`src/rtl/fsbPkg.sv`:
```
package fsbPkg;

	// Address map in byte addresses
	localparam logic [23:0] RAM_TOP   = 24'h3FFFFF; // RAM 0x000000 to here
	localparam logic [23:0] ROM_BASE  = 24'h400000; // ROM up to IO_BASE
	localparam logic [23:0] IO_BASE   = 24'h500000; // I/O space start
	localparam logic [23:0] IO_TOP    = 24'hEFFFFF; // I/O space end
	localparam logic [23:0] IACK_BASE = 24'hFF0000; // Interrupt acknowledge space
	// 0xF00000 to 0xFEFFFF decodes as unmapped

	// Cycle timing
	localparam int REF_PERIOD    = 60; // Refresh interval in cycles
	localparam int REF_URGENT    = 30; // Pending age before urgent
	localparam int BERR_CYCLES   = 32; // Bus error timeout
	localparam int ROM_FAST_WAIT = 1;  // Fast ROM wait states
	localparam int ROM_SLOW_WAIT = 4;  // Slow ROM wait states

	// Counter widths
	localparam int REF_CNT_W  = $clog2(REF_PERIOD);
	localparam int REF_AGE_W  = $clog2(REF_URGENT);
	localparam int BERR_CNT_W = $clog2(BERR_CYCLES + 1);
	localparam int ROM_CNT_W  = $clog2(ROM_SLOW_WAIT + 1);
	localparam int RA_W       = 12; // DRAM multiplexed address width

	// Terminal and load values, sized to their counters
	localparam logic [REF_CNT_W-1:0]  REF_LAST      = REF_CNT_W'(REF_PERIOD - 1);
	localparam logic [REF_AGE_W-1:0]  REF_AGE_LAST  = REF_AGE_W'(REF_URGENT - 1);
	localparam logic [BERR_CNT_W-1:0] BERR_MAX      = BERR_CNT_W'(BERR_CYCLES);
	localparam logic [ROM_CNT_W-1:0]  ROM_FAST_LOAD = ROM_CNT_W'(ROM_FAST_WAIT - 1);
	localparam logic [ROM_CNT_W-1:0]  ROM_SLOW_LOAD = ROM_CNT_W'(ROM_SLOW_WAIT - 1);
	localparam logic [ROM_CNT_W-1:0]  REF_HOLD      = ROM_CNT_W'(1); // Extra RAS low cycle

	// CPU side of the front side bus
	typedef struct packed {
		logic [23:1] addr; // Word address
		logic        nAs;  // Address strobe
		logic        nUds; // Upper data strobe
		logic        nLds; // Lower data strobe
		logic        nWe;  // Low for write
	} fsbReq;

	// One-hot cycle target
	typedef struct packed {
		logic ram;
		logic rom;
		logic io;
		logic iack;
		logic none; // Unmapped space
	} devSel;

	// DRAM and ROM pins
	typedef struct packed {
		logic [RA_W-1:0] ra; // Row or column address
		logic            nRas;
		logic            nCas;
		logic            nRamLwe; // Low byte write enable
		logic            nRamUwe; // High byte write enable
		logic            nOe;     // Shared output enable
		logic            nRomCs;
	} dramBus;

endpackage

```
`src/rtl/dramCtrl.sv`:
```
`timescale 1ns/1ps

module dramCtrl (
	input  logic           clkFsb,
	input  logic           rst,
	input  fsbPkg::fsbReq  req,
	input  logic           bact,
	input  fsbPkg::devSel  sel,
	input  logic           fastRomEn,
	input  logic           refReq,
	input  logic           refUrgent,
	output logic           refAck,
	output logic           readyMem,
	output fsbPkg::dramBus mem
);

	typedef enum logic [2:0] {
		stIdle,
		stRow,
		stCol,
		stAccess,
		stRefCas,
		stRefRas,
		stRomWait
	} memState;

	memState                       state;
	logic [fsbPkg::ROM_CNT_W-1:0]  waitCnt; // ROM wait and refresh hold count
	logic [fsbPkg::RA_W-1:0]       rowAddr;
	logic [fsbPkg::RA_W-1:0]       colAddr;
	logic                          cycStart; // Strobe seen, decode not ready yet
	logic                          ramGo;
	logic                          romGo;
	logic                          doRef;
	logic                          busEnd; // CPU released strobe

	assign rowAddr  = {1'b0, req.addr[21:11]};
	assign colAddr  = {2'b00, req.addr[10:1]};
	assign cycStart = ~req.nAs & ~bact;
	assign ramGo    = bact & sel.ram & ~req.nAs;
	assign romGo    = bact & sel.rom & ~req.nAs;
	// Urgent refresh wins, otherwise memory cycles go first
	assign doRef    = refReq & (refUrgent | (~ramGo & ~romGo & ~cycStart));
	assign busEnd   = req.nAs & (state inside {stRow, stCol, stAccess, stRomWait});

	always_ff @(posedge clkFsb) begin
		if (rst) begin
			state       <= stIdle;
			waitCnt     <= '0;
			refAck      <= 1'b0;
			readyMem    <= 1'b0;
			mem.ra      <= '0;
			mem.nRas    <= 1'b1;
			mem.nCas    <= 1'b1;
			mem.nRamLwe <= 1'b1;
			mem.nRamUwe <= 1'b1;
			mem.nOe     <= 1'b1;
			mem.nRomCs  <= 1'b1;
		end else begin
			refAck <= 1'b0; // Single pulse per refresh
			if (busEnd) begin
				state       <= stIdle; // All strobes released together
				readyMem    <= 1'b0;
				mem.ra      <= rowAddr;
				mem.nRas    <= 1'b1;
				mem.nCas    <= 1'b1;
				mem.nRamLwe <= 1'b1;
				mem.nRamUwe <= 1'b1;
				mem.nOe     <= 1'b1;
				mem.nRomCs  <= 1'b1;
			end else begin
				case (state)
					stIdle: begin
						mem.ra <= rowAddr; // Row sits on ra ahead of RAS
						if (doRef) begin
							mem.nCas <= 1'b0; // CAS before RAS
							refAck   <= 1'b1;
							state    <= stRefCas;
						end else if (ramGo) begin
							mem.nRas <= 1'b0;
							mem.nOe  <= ~req.nWe; // Read only
							state    <= stRow;
						end else if (romGo) begin
							mem.nRomCs <= 1'b0;
							mem.nOe    <= ~req.nWe;
							waitCnt    <= fastRomEn ? fsbPkg::ROM_FAST_LOAD : fsbPkg::ROM_SLOW_LOAD;
							state      <= stRomWait;
						end
					end
					stRow: begin
						mem.ra <= colAddr; // Switch to column
						state  <= stCol;
					end
					stCol: begin
						mem.nCas <= 1'b0;
						readyMem <= 1'b1;
						if (!req.nWe) begin
							mem.nRamLwe <= req.nLds; // Byte lanes from data strobes
							mem.nRamUwe <= req.nUds;
						end
						state <= stAccess;
					end
					stAccess: begin
						state <= stAccess; // Held until nAs rises
					end
					stRefCas: begin
						mem.nRas <= 1'b0;
						waitCnt  <= fsbPkg::REF_HOLD;
						state    <= stRefRas;
					end
					stRefRas: begin
						if (waitCnt == '0) begin
							mem.nRas <= 1'b1; // Refresh done, precharge
							mem.nCas <= 1'b1;
							mem.ra   <= rowAddr;
							state    <= stIdle;
						end else begin
							waitCnt <= waitCnt - 1'b1;
						end
					end
					stRomWait: begin
						if (waitCnt == '0)
							readyMem <= 1'b1; // Wait states done
						else
							waitCnt <= waitCnt - 1'b1;
					end
					default: state <= stIdle;
				endcase
			end
		end
	end

endmodule

```
`src/rtl/fsbAck.sv`:
```
`timescale 1ns/1ps

module fsbAck (
	input  logic          clkFsb,
	input  logic          rst,
	input  fsbPkg::fsbReq req,
	input  logic          bact,
	input  fsbPkg::devSel sel,
	input  logic          readyMem,
	input  logic          ioReady,
	input  logic          berrTimeout,
	output logic          nDtack,
	output logic          nVpa,
	output logic          nBerr
);

	logic ioReadyQ; // Sampled level from the I/O agent
	logic ready;    // Ready from the selected target
	logic berrHit;

	assign ready = ((sel.ram | sel.rom) & readyMem) | (sel.io & ioReadyQ);
	// I/O waits on its agent, never times out
	assign berrHit = berrTimeout & ~sel.io & ~ready;

	always_ff @(posedge clkFsb) begin
		if (rst) begin
			ioReadyQ <= 1'b0;
			nDtack   <= 1'b1;
			nVpa     <= 1'b1;
			nBerr    <= 1'b1;
		end else begin
			ioReadyQ <= ioReady;
			if (req.nAs) begin
				nDtack <= 1'b1; // Released once the CPU drops nAs
				nVpa   <= 1'b1;
				nBerr  <= 1'b1;
			end else if (bact) begin
				if (ready && nVpa && nBerr)
					nDtack <= 1'b0;
				if (sel.iack && nDtack && nBerr)
					nVpa <= 1'b0; // Autovector
				if (berrHit && nDtack && nVpa)
					nBerr <= 1'b0;
			end
		end
	end

endmodule

```
`src/rtl/fsbCounter.sv`:
```
`timescale 1ns/1ps

module fsbCounter (
	input  logic       clkFsb,
	input  logic       rst,
	input  logic       bact,
	input  logic       lbact,
	input  logic       refAck,
	input  logic [3:1] sw,
	output logic       refReq,
	output logic       refUrgent,
	output logic       berrTimeout,
	output logic       fastRomEn
);

	logic [fsbPkg::REF_CNT_W-1:0]  refCnt;  // Free running interval
	logic [fsbPkg::REF_AGE_W-1:0]  refAge;  // Cycles the request has waited
	logic [fsbPkg::BERR_CNT_W-1:0] berrCnt; // Cycles of the current bus cycle
	logic                          refTick;

	assign refTick = (refCnt == fsbPkg::REF_LAST);

	// Refresh interval and request aging
	always_ff @(posedge clkFsb) begin
		if (rst) begin
			refCnt    <= '0;
			refAge    <= '0;
			refReq    <= 1'b0;
			refUrgent <= 1'b0;
		end else begin
			refCnt <= refTick ? '0 : refCnt + 1'b1;
			refReq <= refTick | (refReq & ~refAck); // Held until served
			if (!refReq || refAck) begin
				refAge    <= '0;
				refUrgent <= 1'b0;
			end else if (refAge == fsbPkg::REF_AGE_LAST) begin
				refUrgent <= 1'b1;
			end else begin
				refAge <= refAge + 1'b1;
			end
		end
	end

	// Bus error timeout
	always_ff @(posedge clkFsb) begin
		if (rst || !bact)
			berrCnt <= '0;
		else if (!lbact)
			berrCnt <= fsbPkg::BERR_CNT_W'(1); // First active cycle
		else if (berrCnt != fsbPkg::BERR_MAX)
			berrCnt <= berrCnt + 1'b1; // Saturates
	end

	assign berrTimeout = (berrCnt == fsbPkg::BERR_MAX);

	// Switch sampled only under reset
	always_ff @(posedge clkFsb) begin
		if (rst)
			fastRomEn <= sw[1];
	end

endmodule

```
`src/rtl/selDecode.sv`:
```
`timescale 1ns/1ps

module selDecode (
	input  logic          clkFsb,
	input  logic          rst,
	input  fsbPkg::fsbReq req,
	output logic          bact,
	output logic          lbact,
	output fsbPkg::devSel sel
);

	logic [23:0]   byteAddr; // Byte address from word address
	fsbPkg::devSel decSel;   // Target for the current address

	assign byteAddr = {req.addr, 1'b0};

	// Address map decode, exactly one field set
	always_comb begin
		decSel = '0;
		if (byteAddr <= fsbPkg::RAM_TOP)
			decSel.ram = 1'b1;
		else if (byteAddr >= fsbPkg::ROM_BASE && byteAddr < fsbPkg::IO_BASE)
			decSel.rom = 1'b1;
		else if (byteAddr >= fsbPkg::IO_BASE && byteAddr <= fsbPkg::IO_TOP)
			decSel.io = 1'b1;
		else if (byteAddr >= fsbPkg::IACK_BASE)
			decSel.iack = 1'b1;
		else
			decSel.none = 1'b1; // Gap below IACK space
	end

	always_ff @(posedge clkFsb) begin
		if (rst) begin
			bact  <= 1'b0;
			lbact <= 1'b0;
			sel   <= '0;
		end else begin
			bact  <= ~req.nAs; // Cycle active while strobe held
			lbact <= bact;     // One cycle late copy
			if (req.nAs)
				sel <= '0; // Cleared with bact
			else if (!bact)
				sel <= decSel; // Captured once at cycle start
		end
	end

endmodule

```
`src/rtl/warpFsb.sv`:
```
`timescale 1ns/1ps

module warpFsb (
	input  logic           clkFsb,
	input  logic           rst,
	input  fsbPkg::fsbReq  req,
	input  logic [3:1]     sw,
	input  logic           ioReady,
	output fsbPkg::dramBus mem,
	output logic           nDtack,
	output logic           nVpa,
	output logic           nBerr
);

	logic          bact;        // Bus cycle active
	logic          lbact;       // Delayed bact
	fsbPkg::devSel sel;         // Registered target
	logic          refReq;
	logic          refUrgent;
	logic          refAck;
	logic          fastRomEn;   // Latched config switch
	logic          berrTimeout;
	logic          readyMem;    // RAM or ROM data ready

	selDecode selDecode_i (
		.clkFsb (clkFsb),
		.rst    (rst),
		.req    (req),
		.bact   (bact),
		.lbact  (lbact),
		.sel    (sel)
	);

	dramCtrl dramCtrl_i (
		.clkFsb    (clkFsb),
		.rst       (rst),
		.req       (req),
		.bact      (bact),
		.sel       (sel),
		.fastRomEn (fastRomEn),
		.refReq    (refReq),
		.refUrgent (refUrgent),
		.refAck    (refAck),
		.readyMem  (readyMem),
		.mem       (mem)
	);

	fsbCounter fsbCounter_i (
		.clkFsb      (clkFsb),
		.rst         (rst),
		.bact        (bact),
		.lbact       (lbact),
		.refAck      (refAck),
		.sw          (sw),
		.refReq      (refReq),
		.refUrgent   (refUrgent),
		.berrTimeout (berrTimeout),
		.fastRomEn   (fastRomEn)
	);

	fsbAck fsbAck_i (
		.clkFsb      (clkFsb),
		.rst         (rst),
		.req         (req),
		.bact        (bact),
		.sel         (sel),
		.readyMem    (readyMem),
		.ioReady     (ioReady),
		.berrTimeout (berrTimeout),
		.nDtack      (nDtack),
		.nVpa        (nVpa),
		.nBerr       (nBerr)
	);

endmodule

```
`config.mk`:
```
export PLATFORM = sky130hd
export DESIGN_NAME = warpFsb
export DESIGN_NICKNAME = d
export VERILOG_FILES = /design/src/rtl/fsbPkg.sv /design/src/rtl/dramCtrl.sv /design/src/rtl/fsbAck.sv /design/src/rtl/fsbCounter.sv /design/src/rtl/selDecode.sv /design/src/rtl/warpFsb.sv
export SDC_FILE = /design/constraint.sdc
export NUM_CORES = 1
export LEC_CHECK = 0
export ABC_CLOCK_PERIOD_IN_PS = 1790
export BUFFER_PORTS_ARGS = -buffer_cell sky130_fd_sc_hd__buf_2
export CORE_UTILIZATION = 40
export DETAILED_ROUTE_END_ITERATION = 12
export SYNTH_ARGS = -nofsm -noshare
export SYNTH_HDL_FRONTEND = slang
export SYNTH_SLANG_ARGS = --single-unit
```
`constraint.sdc`:
```
create_clock -name clkFsb -period 1.79 [get_ports clkFsb]
set_input_delay 0 -clock clkFsb [delete_from_list [all_inputs] [get_ports clkFsb]]
set_output_delay 0 -clock clkFsb [all_outputs]
set_load 0.02 [all_outputs]
```
* Yosys cells after proc, flatten, opt, wreduce, memory -nomap -nowiden *
Cells that the tools add are included.

word-level totals
  register bits after elaboration = 56
  bits of input ports = 33
  output and inout bits = 21
  logic and storage cells = 174

cells by class
  add/subtract/negate cells = 4
  magnitude comparators = 6
  equal/unequal tests = 21
  multiplexer cells = 39
  bitwise logic cells = 32
  reduce and logical (&&, ||, !) cells = 43

operators with widths
  operator                                                                            count
  24-bit by 23-bit >= comparator with 1-bit output, second input constant             2
  12-bit one-hot mux with 3 select lines                                              1
  3-bit 2-to-1 mux                                                                    9
  24-bit >= comparator, second input constant                                         1
  24-bit by 22-bit less-or-equal comparator with 1-bit output, second input constant  1
  24-bit less-or-equal comparator, second input constant                              1
  24-bit by 23-bit less-than comparator with 1-bit output, second input constant      1
  3-bit one-hot mux with 6 select lines                                               1
  17-bit 2-to-1 mux                                                                   1
  1-bit bitwise AND                                                                   14
  1-bit 2-to-1 mux                                                                    14
  14-bit 2-to-1 mux                                                                   1
  2-bit 2-to-1 mux                                                                    7
  1-bit NOT                                                                           14
  2-bit AND reduction                                                                 7
  2-bit OR reduction                                                                  7
  6-bit by 1-bit adder with 6-bit output, second input constant                       2
  6-bit == test, second input constant                                                2
  3-bit nonzero test                                                                  4
  2-bit by 1-bit != test with 1-bit output, second input constant                     5
  3-bit == test, second input constant                                                3
  3-bit one-hot mux with 3 select lines                                               1
  3-bit AND reduction                                                                 3
  1-bit logical AND                                                                   8
  21 further kinds                                                                    35

* Longest topological paths before layout *
Gate-level depths: netlist of run 1.

  depth after elaboration = 10
  mapped depth = 8
  mapped depth without buffers = 7

* Modules after synthesis *
Synthesis of run 1 repeated with hierarchy kept, for this count alone.

unflattened totals
  cell total of the unflattened synthesis = 300
  area total of the unflattened synthesis = 2685.1 sq um

by module, submodules not included
  module      instances  cells each  area each (sq um)  seq. area each (sq um)
  dramCtrl    1          163         1387.6             500.5
  fsbCounter  1          89          864.6              410.4
  selDecode   1          30          272.8              140.1
  fsbAck      1          18          160.2              80.1

* Worst setup path before layout of run 1 *
No wires, ideal clock.

  path type = reg-to-reg
  start = reg dramCtrl_i.waitCnt[0] in the netlist's numbering
  end = reg dramCtrl_i.waitCnt[2] in the netlist's numbering
  library setup time = 0.134 ns
  arrival = 1.493 ns
  data required time = 1.656 ns
  slack = 0.163 ns
  stages on the path, launching flop included = 8
  buffers on the path = 0
  clock period less this slack = 1.627 ns
  cells stage by stage = dfxtp_1 -> inv_1 -> ha_1 -> nand2b_1 -> nand2_1 -> o311a_4 -> o311ai_0 -> o31ai_1

on the way
  longest elaborated chain between the ends = 3
  elaborated cells on any way between the ends = 6
  those cells by class = 1 x add/sub; 1 x eq/ne; 2 x mux; 2 x reduce/logical

ends and longest elaborated chain
  element                                                                                  line             text
  start: declaration                                                                       dramCtrl.sv:28   logic [fsbPkg::ROM_CNT_W-1:0] waitCnt;
  start signal: assignment                                                                 dramCtrl.sv:86   waitCnt <= fastRomEn ? fsbPkg::ROM_FAST_LOAD : fsbPkg::ROM_SLOW_LOAD;
  start signal: assignment                                                                 dramCtrl.sv:108  waitCnt <= fsbPkg::REF_HOLD;
  start signal: assignment                                                                 dramCtrl.sv:118  waitCnt <= waitCnt - 1'b1;
  3-bit by 1-bit subtractor with 3-bit output / 3-bit logical NOT (equally long branches)  -
  3-bit 2-to-1 mux / 2-bit != test (equally long branches)                                 -
  3-bit one-hot mux with 3 select lines / 6-bit AND reduction (equally long branches)      -

Several ways; a longest one is shown, not always the timed one. The select of a mux whose other input is x is not followed.
A chain may end at the register's enable or synchronous reset.

* Worst setup path after layout of run 1 *
  start = reg dramCtrl_i.waitCnt[0] in the netlist's numbering
  end = reg dramCtrl_i.waitCnt[1] in the netlist's numbering

Same word-level chain as after synthesis.

==> impl_metrics.toml, run 1 <==
[placed_design]
routabilityCongestion = 0.8118
dpl_cell_area_sq_um = 2854
dp.cells = 399
hpwl_um = 3521
io_buffer_count = 50

[yosys]
yosys.cell_types.count = 51
synth_area_leaders = "dfxtp_1 43%, mux2i_1 5.9%, nor2_1 4.3%"
netlist_area_sq_um = 2532
synth_top_area_cell = "dfxtp_1"
synth_top_family_by_area = "simple AND/OR/NAND/NOR gates"
synth.most_common_cell = "dfxtp_1"
synthSimpleGateAreaFrac_pct = 21.44
synth_edf_count = 1
synthFlopType = "dfxtp_1"
netlist_instances = 279
muxShareOfSynthArea_pct = 5.929
avgSynthCellArea_sq_um = 9.077
seq_area_frac_synth_pct = 43.87
syn_nets = 319
synth_compound_area_share_pct = 15.96
synthArstFlopShare_pct = 0
synth-seq-cells = 55
yosys-top-cells-count = "54 x dfxtp_1, 29 x nor2_1, 24 x nand2_1"
synth_fa_ha_area_share_pct = 3.458
yosysWarnings = 0
synth_top_area_share_pct = 42.69
synthXorXnorAreaFrac_pct = 4.150

[floorplanning]
ios = 54
die_w_um = 81.57
rows = 28
dieHeight_um = 81.57
die_area_sq_um = 6654
start_util_pct = 42.03
core_sq_um = 6026

[sta]
setup_viol = 0
maxSlewViolCount = 0
relSlewSlack_pct = 65.84
fin_skew_ns = 0.003984
worstMarginPinSlew_ns = 0.5082
layout_min_cycle_time_ns = 1.700
max_freq_ghz = 0.5881
period_share_pct = 94.99
setup-tns-final_ns = 0
rsz0062_at_grt = "yes"
hold_viol = 0

[worst_setup_path]
worstPathRequired_ns = 2.03
worstPathArrival_ns = 1.94
cp_top_family = "simple AND/OR/NAND/NOR gates"
crit_path_end_kind = "flop"
r2r_slack_ns = 0.09
slowest_stage = "or3_1"
cp_cell_sequence = "inv_1, ha_1, nand2b_1, nand2_2, o311a_4, or3_1, a21oi_1"
cp_num_buf_inv = 1
start_kind = "flop"
critPathKind = "reg -> reg"
critPathMaxFanout = 6
critPathMaxStageDelay_ns = 0.38

[grt]
gr-usage-met2_pct = 24.92
grt_most_used_layer = "met2"
met1_usage_pct = 21.35
grt_util_met3_pct = 4.111
grt_first_pass_wirelength_um = 8169
grt_pass1_vias = 1856
grt_start_max_net_pins = 28
overflow = 0
groute.usage.overall_pct = 15.88
grt_antenna_before_repair = 0

[cells_and_area]
diodes = 0
drive_above_1_share_pct = 21.96
finalNetCount = 376
stdcell_count = 412
final_area_sq_um = 3018
synthToLayoutAreaGrowth_pct = 19.17

[routing]
vias = 2062
routedWlPerCell_um = 11.64
wl_um = 4795
routed_via_density = 5.005
drt_iter0_drc = 79
ant_nets = 0
drt-pass1-iter-count = 4
drc = 0

[clock_network]
clockRootBuffer = "clkbuf_8"
htreeDepth = 2
clk_latency_ns = 0.30
clk_path_buf_depth = 2
cts.sinks = 55
cts_buffers = 5
postCtsSetupRepairBufs = 0
clkTransAtPathRegs_ns = 0.09
cts_tree = "built"

[worst_hold_path]
hold_class = "in -> reg"

[pwr]
power.density_nw_per_um2 = 1053
irDropWorstVdd_mv = 0.5341
p_leak_nw = 1.207

[run_status]
status = "finished clean"

[job]
cap_violations = 0
-- cell families after synthesis --
logic type / after synthesis
AOI/OAI and AO/OA: 55
DFF: 55
adders and majority gates: 7
buffers and inverters: 25
other: 1
xor gates and xnor gates: 12
muxes: 15
and+or+nand+nor: 109
-- tightest hold or removal path, cell delays in order --
cell	delay [ns]
buf_2	0.09
mux2i_1	0.11
a211oi_1	0.08
-- path summary, 6_finish.rpt --
kind / from / endpoint / cells past startpoint
min reg2reg: selDecode_i.lbact / fsbCounter_i.berrCnt[0] / 1
max reg2reg: dramCtrl_i.waitCnt[0] / dramCtrl_i.waitCnt[1] / 7
max: dramCtrl_i.waitCnt[0] / dramCtrl_i.waitCnt[1] / 7
min: req[18] / dramCtrl_i.mem[10] / 3
-- metal layers --
layer / share of wire, % / vias to the layer above
met5: 0 / -
met2: 43 / 55
met3: 5.2 / 7
met4: 1.3 / 0
li1: - / 1093
met1: 51 / 907
-- state kept, by name (all words and copies together), names as in the netlist --
register	flops
dramCtrl_i.refAck	1
fsbAck_i.nVpa	1
fsbCounter_i.refAge	5
dramCtrl_i.state	3
dramCtrl_i.mem	17
fsbCounter_i.refReq	1
fsbCounter_i.berrCnt	6
dramCtrl_i.waitCnt	3
dramCtrl_i.readyMem	1
fsbCounter_i.fastRomEn	1
selDecode_i.sel	4
fsbCounter_i.refCnt	6
fsbAck_i.nDtack	1
fsbCounter_i.refUrgent	1
selDecode_i.lbact	1
fsbAck_i.nBerr	1
fsbAck_i.ioReadyQ	1
selDecode_i.bact	1
-- what timing repair did --
| item | CTS | global route |
|---|---|---|
| endpoints found under the setup margin | 0 | 7 |
| gates resized for setup | 0 | 4 |
| hold buffers | 5 | 0 |
| hold endpoints to repair | 5 | 0 |
-- stage by stage --
| step | total power, mW | setup WS [ns] | hold WS, ns | utilization [%] |
|---|---|---|---|---|
| 3_5_place_dp | 2.451 | 0.07069 | 0.1843 | 47.36 |
| 4_1_cts | 3.204 | 0.06028 | 0.02085 | 49.85 |
| 5_1_grt | 3.401 | -0.01540 | 0.02717 | 50.08 |
| 3_3_place_gp | 2.444 | 0.1071 | 0.1823 | 47.36 |
| 6_report | 3.177 | 0.08974 | 0.03176 | 50.08 |
| 2_1_floorplan | 2.230 | 0.1626 | 0.09887 | - |
-- report_power, final --
part           internal [mW]  switching, mW
logic                  0.429          0.551
clock network          0.354          0.376
registers               1.36          0.104
total                   2.15           1.03
-- cells in the final DEF (no fill, tap or decap), types with 3 or more instances in the layout --
cell	n
xor2_1	5
dlygate4sd3_1	5
o21ai_0	8
buf_4	8
nand2_1	23
ha_1	7
and3_1	3
nand2b_1	3
inv_1	12
a21oi_1	12
clkbuf_8	7
dfxtp_1	53
nor2_1	29
a211oi_1	12
nor3_1	12
nand3_1	11
nand4_1	4
or3_1	3
nor2b_1	9
o21a_1	3
xnor2_1	7
buf_2	50
mux2i_1	15
-- area by class of cell --
cell class / instances / area (sq um)
sequential: 55 / 1112
timing repair buffer: 63 / 360.3
fill: 594 / 3008
inverter: 12 / 45.04
tap: 75 / 93.84
clock buffer: 8 / 100.1
multi-input combinational: 199 / 1306
(Power assumes the default switching activity.)
==> run 2, diff against run 1 <==
--- a/config.mk
+++ b/config.mk
@@ -8,6 +8,7 @@
 export ABC_CLOCK_PERIOD_IN_PS = 1790
 export BUFFER_PORTS_ARGS = -buffer_cell sky130_fd_sc_hd__buf_2
 export CORE_UTILIZATION = 40
+export CTS_BUF_LIST = sky130_fd_sc_hd__clkbuf_8
 export DETAILED_ROUTE_END_ITERATION = 12
 export SYNTH_ARGS = -nofsm -noshare
 export SYNTH_HDL_FRONTEND = slang
==> run 2 against run 1 <==
Count of clock-buffer cells in the layout down 1. Highest routed layer unchanged. Largest power group unchanged. Largest cell class unchanged. Global-route usage unchanged. Cell area unchanged. Power down 0.15%. Cell count unchanged.
==> impl_metrics.toml, run 2 (same netlist as run 1, synthesis figures left out) <==
[run_status]
status = "finished clean"

[worst_setup_path]
worstPathRequired_ns = 2.03
crit_path_end_kind = "flop"
critPathKind = "reg -> reg"
start_kind = "flop"
critPathMaxFanout = 6
worstPathArrival_ns = 1.94

[grt]
groute.usage.overall_pct = 15.88
grt_pass1_vias = 1856
grt_antenna_before_repair = 0
overflow = 0
grt_first_pass_wirelength_um = 8169
grt_start_max_net_pins = 28

[clock_network]
cts_tree = "built"
clk_path_buf_depth = 2
htreeDepth = 2
postCtsSetupRepairBufs = 0
clkTransAtPathRegs_ns = 0.09
clockRootBuffer = "clkbuf_8"
cts.sinks = 55
clk_latency_ns = 0.30
cts_buffers = 5

[floorplanning]
start_util_pct = 42.03
ios = 54
dieHeight_um = 81.57
core_sq_um = 6026
die_w_um = 81.57
die_area_sq_um = 6654
rows = 28

[cells_and_area]
drive_above_1_share_pct = 21.96
mostFrequentLayoutCell = "dfxtp_1"
max_flop_register = "dramCtrl_i.mem"
top_regs = "dramCtrl_i.mem: 17 flops, fsbCounter_i.berrCnt: 6 flops, fsbCounter_i.refCnt: 6 flops"
fin_util_pct = 50.08
synthToLayoutAreaGrowth_pct = 19.17
mostFrequentLayoutCells = "53 x dfxtp_1, 50 x buf_2, 29 x nor2_1"
diodes = 0
largest_reg_flops = 17
finalNetCount = 376

[sta]
relSlewSlack_pct = 65.29
layout_min_cycle_time_ns = 1.701
rsz0062_at_grt = "yes"
setup-tns-final_ns = 0
hold_viol = 0
maxSlewViolCount = 0
setup_viol = 0
max_freq_ghz = 0.5878
fin_skew_ns = 0.004104
worstMarginPinSlew_ns = 0.5206
period_share_pct = 95.05

[routing]
drt_iter0_drc = 79
drc = 0
drt-pass1-iter-count = 4
routed_via_density = 5.017
ant_nets = 0
wl_um = 4795
routedWlPerCell_um = 11.64
vias = 2067

[placed_design]
hpwl_um = 3521
io_buffer_count = 50
routabilityCongestion = 0.8118

[worst_hold_path]
hold_class = "in -> reg"

[pwr]
power_mw = 3.173
p_leak_nw = 1.211
power.density_nw_per_um2 = 1051
irDropWorstVdd_mv = 0.5352

[job]
cap_violations = 0
[run 2: changes by cell type in the layout (fill, tap and decap cells not counted)]
| cell | change |
|---|---|
| clkbuf_1 | -1 |
| inv_1 | +1 |
[run 2: what timing repair did]
item | CTS | global route
resized for setup | 0 | 4
setup endpoints to repair | 0 | 7
hold buffers | 5 | 0
endpoints found under the hold margin | 5 | 0
[run 2: power by group]
| part | switching [mW] | internal, mW |
|---|---|---|
| combinational | 0.551 | 0.429 |
| clock | 0.376 | 0.348 |
| sequential | 0.105 | 1.36 |
| total | 1.03 | 2.14 |
[run 2: routing by layer]
layer	vias up	track usage [%]	wire length (um)
met4	0	4.737	65
li1	1094	-	-
met1	910	21.35	2424
met5	-	0	0
met2	55	24.92	2053
met3	8	4.111	252
[run 2: worst paths after layout]
kind	slack, ns	endpoint	cells past startpoint	from
setup reg to reg	0.09	dramCtrl_i.waitCnt[1]	7	dramCtrl_i.waitCnt[0]
setup / recovery	0.09	dramCtrl_i.waitCnt[1]	7	dramCtrl_i.waitCnt[0]
hold reg to reg	0.44	fsbCounter_i.berrCnt[0]	1	selDecode_i.lbact
hold / removal	0.03	dramCtrl_i.mem[10]	3	req[18]
[run 2: metrics by stage]
stage | worst slack (ns) | hold slack (ns) | instance area (sq um) | cells
floorplan | 0.1626 | 0.09887 | 2532 | 279
global placement | 0.1071 | 0.1823 | 2854 | 399
detailed placement | 0.07069 | 0.1843 | 2854 | 399
CTS | 0.06024 | 0.02085 | 3004 | 412
global route | -0.01543 | 0.02717 | 3018 | 412
finish | 0.08861 | 0.03268 | 3018 | 412
[run 2: layout make-up]
class                   count  area [sq um]
clock buffers               7         96.34
clock inverters             1         3.754
fillers                   594          3008
inverters                  12         45.04
multi-input cells         199          1306
flip-flops and latches     55          1112
well taps                  75         93.84
repair buffers             63         360.3
[run 2: worst max-delay path, cell delays in order, from the launching register on]
cell      delay [ns]
dfxtp_2         0.33
inv_1           0.06
ha_1            0.19
nand2b_1        0.10
nand2_2         0.09
o311a_4         0.36
or3_1           0.38
a21oi_1         0.12
==> run 3, diff against run 2 <==
==> constraint.sdc (replaced) <==
create_clock -name clkFsb -period 1.79 [get_ports clkFsb]
set_input_delay 0.0895 -clock clkFsb [delete_from_list [all_inputs] [get_ports clkFsb]]
set_output_delay 0.0895 -clock clkFsb [all_outputs]
set_load 0.02 [all_outputs]
==> run 3 against run 2 <==
Critical endpoint unchanged. Wire length up 2.8%. Critical path type unchanged. Clock power up 0.6%. Non-clock buffer count up 2.
==> impl_metrics.toml, run 3 (same netlist as run 1, synthesis figures left out) <==
[worst_setup_path]
regToRegStartpoint = "dramCtrl_i.waitCnt[1]"
worstPathArrival_ns = 1.96
critPathMaxStageDelay_ns = 0.43
slowest_stage = "o311a_4"
start_kind = "flop"
crit_path_end_kind = "flop"
critPathKind = "reg -> reg"
critPathMaxFanout = 6
cp_num_buf_inv = 1
cp_cell_sequence = "inv_1, ha_2, nand2b_1, nand2_2, o311a_4, or3_4, a21oi_2"
worstPathRequired_ns = 2.03
cp_top_family = "compound AO/OA/AOI/OAI gates"
startpoint = "dramCtrl_i.waitCnt[1]"

[clock_network]
clkTransAtPathRegs_ns = 0.11
clk_path_buf_depth = 2
cts_buffers = 5
clockRootBuffer = "clkbuf_8"
cts.sinks = 55
htreeDepth = 2
clk_latency_ns = 0.32
cts_tree = "built"

[routing]
wl_um = 4928
drc = 0
drt-pass1-iter-count = 4
vias = 2092
ant_nets = 0
routed_via_density = 5.053
routedWlPerCell_um = 11.90
drt_iter0_drc = 75

[floorplanning]
die_w_um = 81.57
core_sq_um = 6026
die_area_sq_um = 6654
rows = 28
start_util_pct = 42.03
dieHeight_um = 81.57
ios = 54

[pwr]
irDropWorstVdd_mv = 0.5760
power.internal_mw = 2.095
p_sw_mw = 1.111
power.density_nw_per_um2 = 1055
p_sw_share_pct = 34.66
p_clk_share_pct = 22.7
seq_power_share_pct = 45.7
comb_power_share_pct = 31.5
power_mw = 3.206
p_leak_nw = 1.213

[sta]
fin_skew_ns = 0.01584
period_share_pct = 96.20
hold_viol = 0
setup-tns-final_ns = 0
max_freq_ghz = 0.5807
setup_viol = 0
layout_min_cycle_time_ns = 1.722
relSlewSlack_pct = 64.65
worst_slack_ns = 0.06795
worstMarginPinSlew_ns = 0.5302
maxSlewViolCount = 0

[cells_and_area]
final_area_sq_um = 3039
diodes = 0
synthToLayoutAreaGrowth_pct = 20.01
mostFrequentLayoutCell = "dfxtp_1"
drive_above_1_share_pct = 24.78
finalNetCount = 378
top_regs = "dramCtrl_i.mem: 17 flops, fsbCounter_i.berrCnt: 6 flops, fsbCounter_i.refCnt: 6 flops"
max_flop_register = "dramCtrl_i.mem"
mostFrequentLayoutCells = "51 x dfxtp_1, 50 x buf_2, 29 x nor2_1"
fill_cells = 590
fin_util_pct = 50.44
largest_reg_flops = 17

[placed_design]
hpwl_um = 3521
dpl_cell_area_sq_um = 2854
routabilityCongestion = 0.8058
io_buffer_count = 50
pre_cts_ws_ns = 0.05396

[grt]
grt_pass1_vias = 1847
groute.usage.overall_pct = 16.10
overflow = 0
grt_antenna_before_repair = 0
grt_start_max_net_pins = 28
grt_first_pass_wirelength_um = 8273

[run_status]
status = "finished clean"

[worst_hold_path]
min_from = "req[17]"
hold_class = "in -> reg"

[job]
cap_violations = 0
run 3: cell count changes in the layout (fill, tap and decap cells not counted), moves of 2 or more:
cell / previous run / this run
dfxtp_1: 53 / 51
inv_6: 0 / 2
inv_1: 13 / 11
dfxtp_2: 1 / 3
buf_4: 8 / 10
clkbuf_8: 7 / 5
run 3: power by group through the flow:
stage | clock, mW | combinational, mW | sequential [mW]
after detailed placement | 0 | 0.975 | 1.49
after floorplan | 0 | 0.673 | 1.56
after global placement | 0 | 0.969 | 1.48
final | 0.729 | 1.01 | 1.47
after CTS | 0.754 | 0.991 | 1.46
after global routing | 0.803 | 1.12 | 1.49
run 3: metal layers:
layer	global-route usage, %	routed length (um)	up-vias
li1	-	-	1098
met1	21.26	2488	947
met2	25.25	2173	42
met3	4.111	202	5
met4	5.789	63	0
met5	0	0	-
run 3: path summary, 6_finish.rpt:
path / endpoint / slack [ns] / depth (start not counted)
setup / recovery: dramCtrl_i.waitCnt[1] / 0.07 / 7
hold reg to reg: dramCtrl_i.mem[0] / 0.45 / 2
setup reg to reg: dramCtrl_i.waitCnt[1] / 0.07 / 7
hold / removal: dramCtrl_i.mem[9] / 0.09 / 3
run 3: repair_timing:
action / in CTS / in global routing
buffers inserted: 0 / 2
resized for setup: 1 / 9
hold endpoints to repair: 5 / 0
hold buffers: 5 / 0
endpoints found under the setup margin: 1 / 10
pin swaps: 0 / 3
run 3: area by class of cell:
type	count	area (sq um)	area share, %
tap	75	93.84	3.088
inverter	12	45.04	1.482
multi-input combinational	199	1315	43.27
sequential	55	1115	36.68
timing repair buffer	65	375.4	12.35
clock inverter	3	26.28	0.8646
clock buffer	5	68.82	2.264
run 3: worst register-to-register path, delay by kind of cell, from the launching register on:
kind | cells | cell delay (ns)
simple gates | 3 | 0.55
buf+inv | 1 | 0.06
flops | 1 | 0.33
compound gates | 2 | 0.56
fa+ha+maj | 1 | 0.16
run 3: stage by stage:
| step | cells | hold WS (ns) |
|---|---|---|
| after global routing | 414 | 0.1021 |
| after global placement | 399 | 0.2681 |
| after CTS | 412 | 0.08990 |
| after floorplan | 279 | 0.1884 |
| after detailed placement | 399 | 0.2706 |
| final | 414 | 0.09133 |
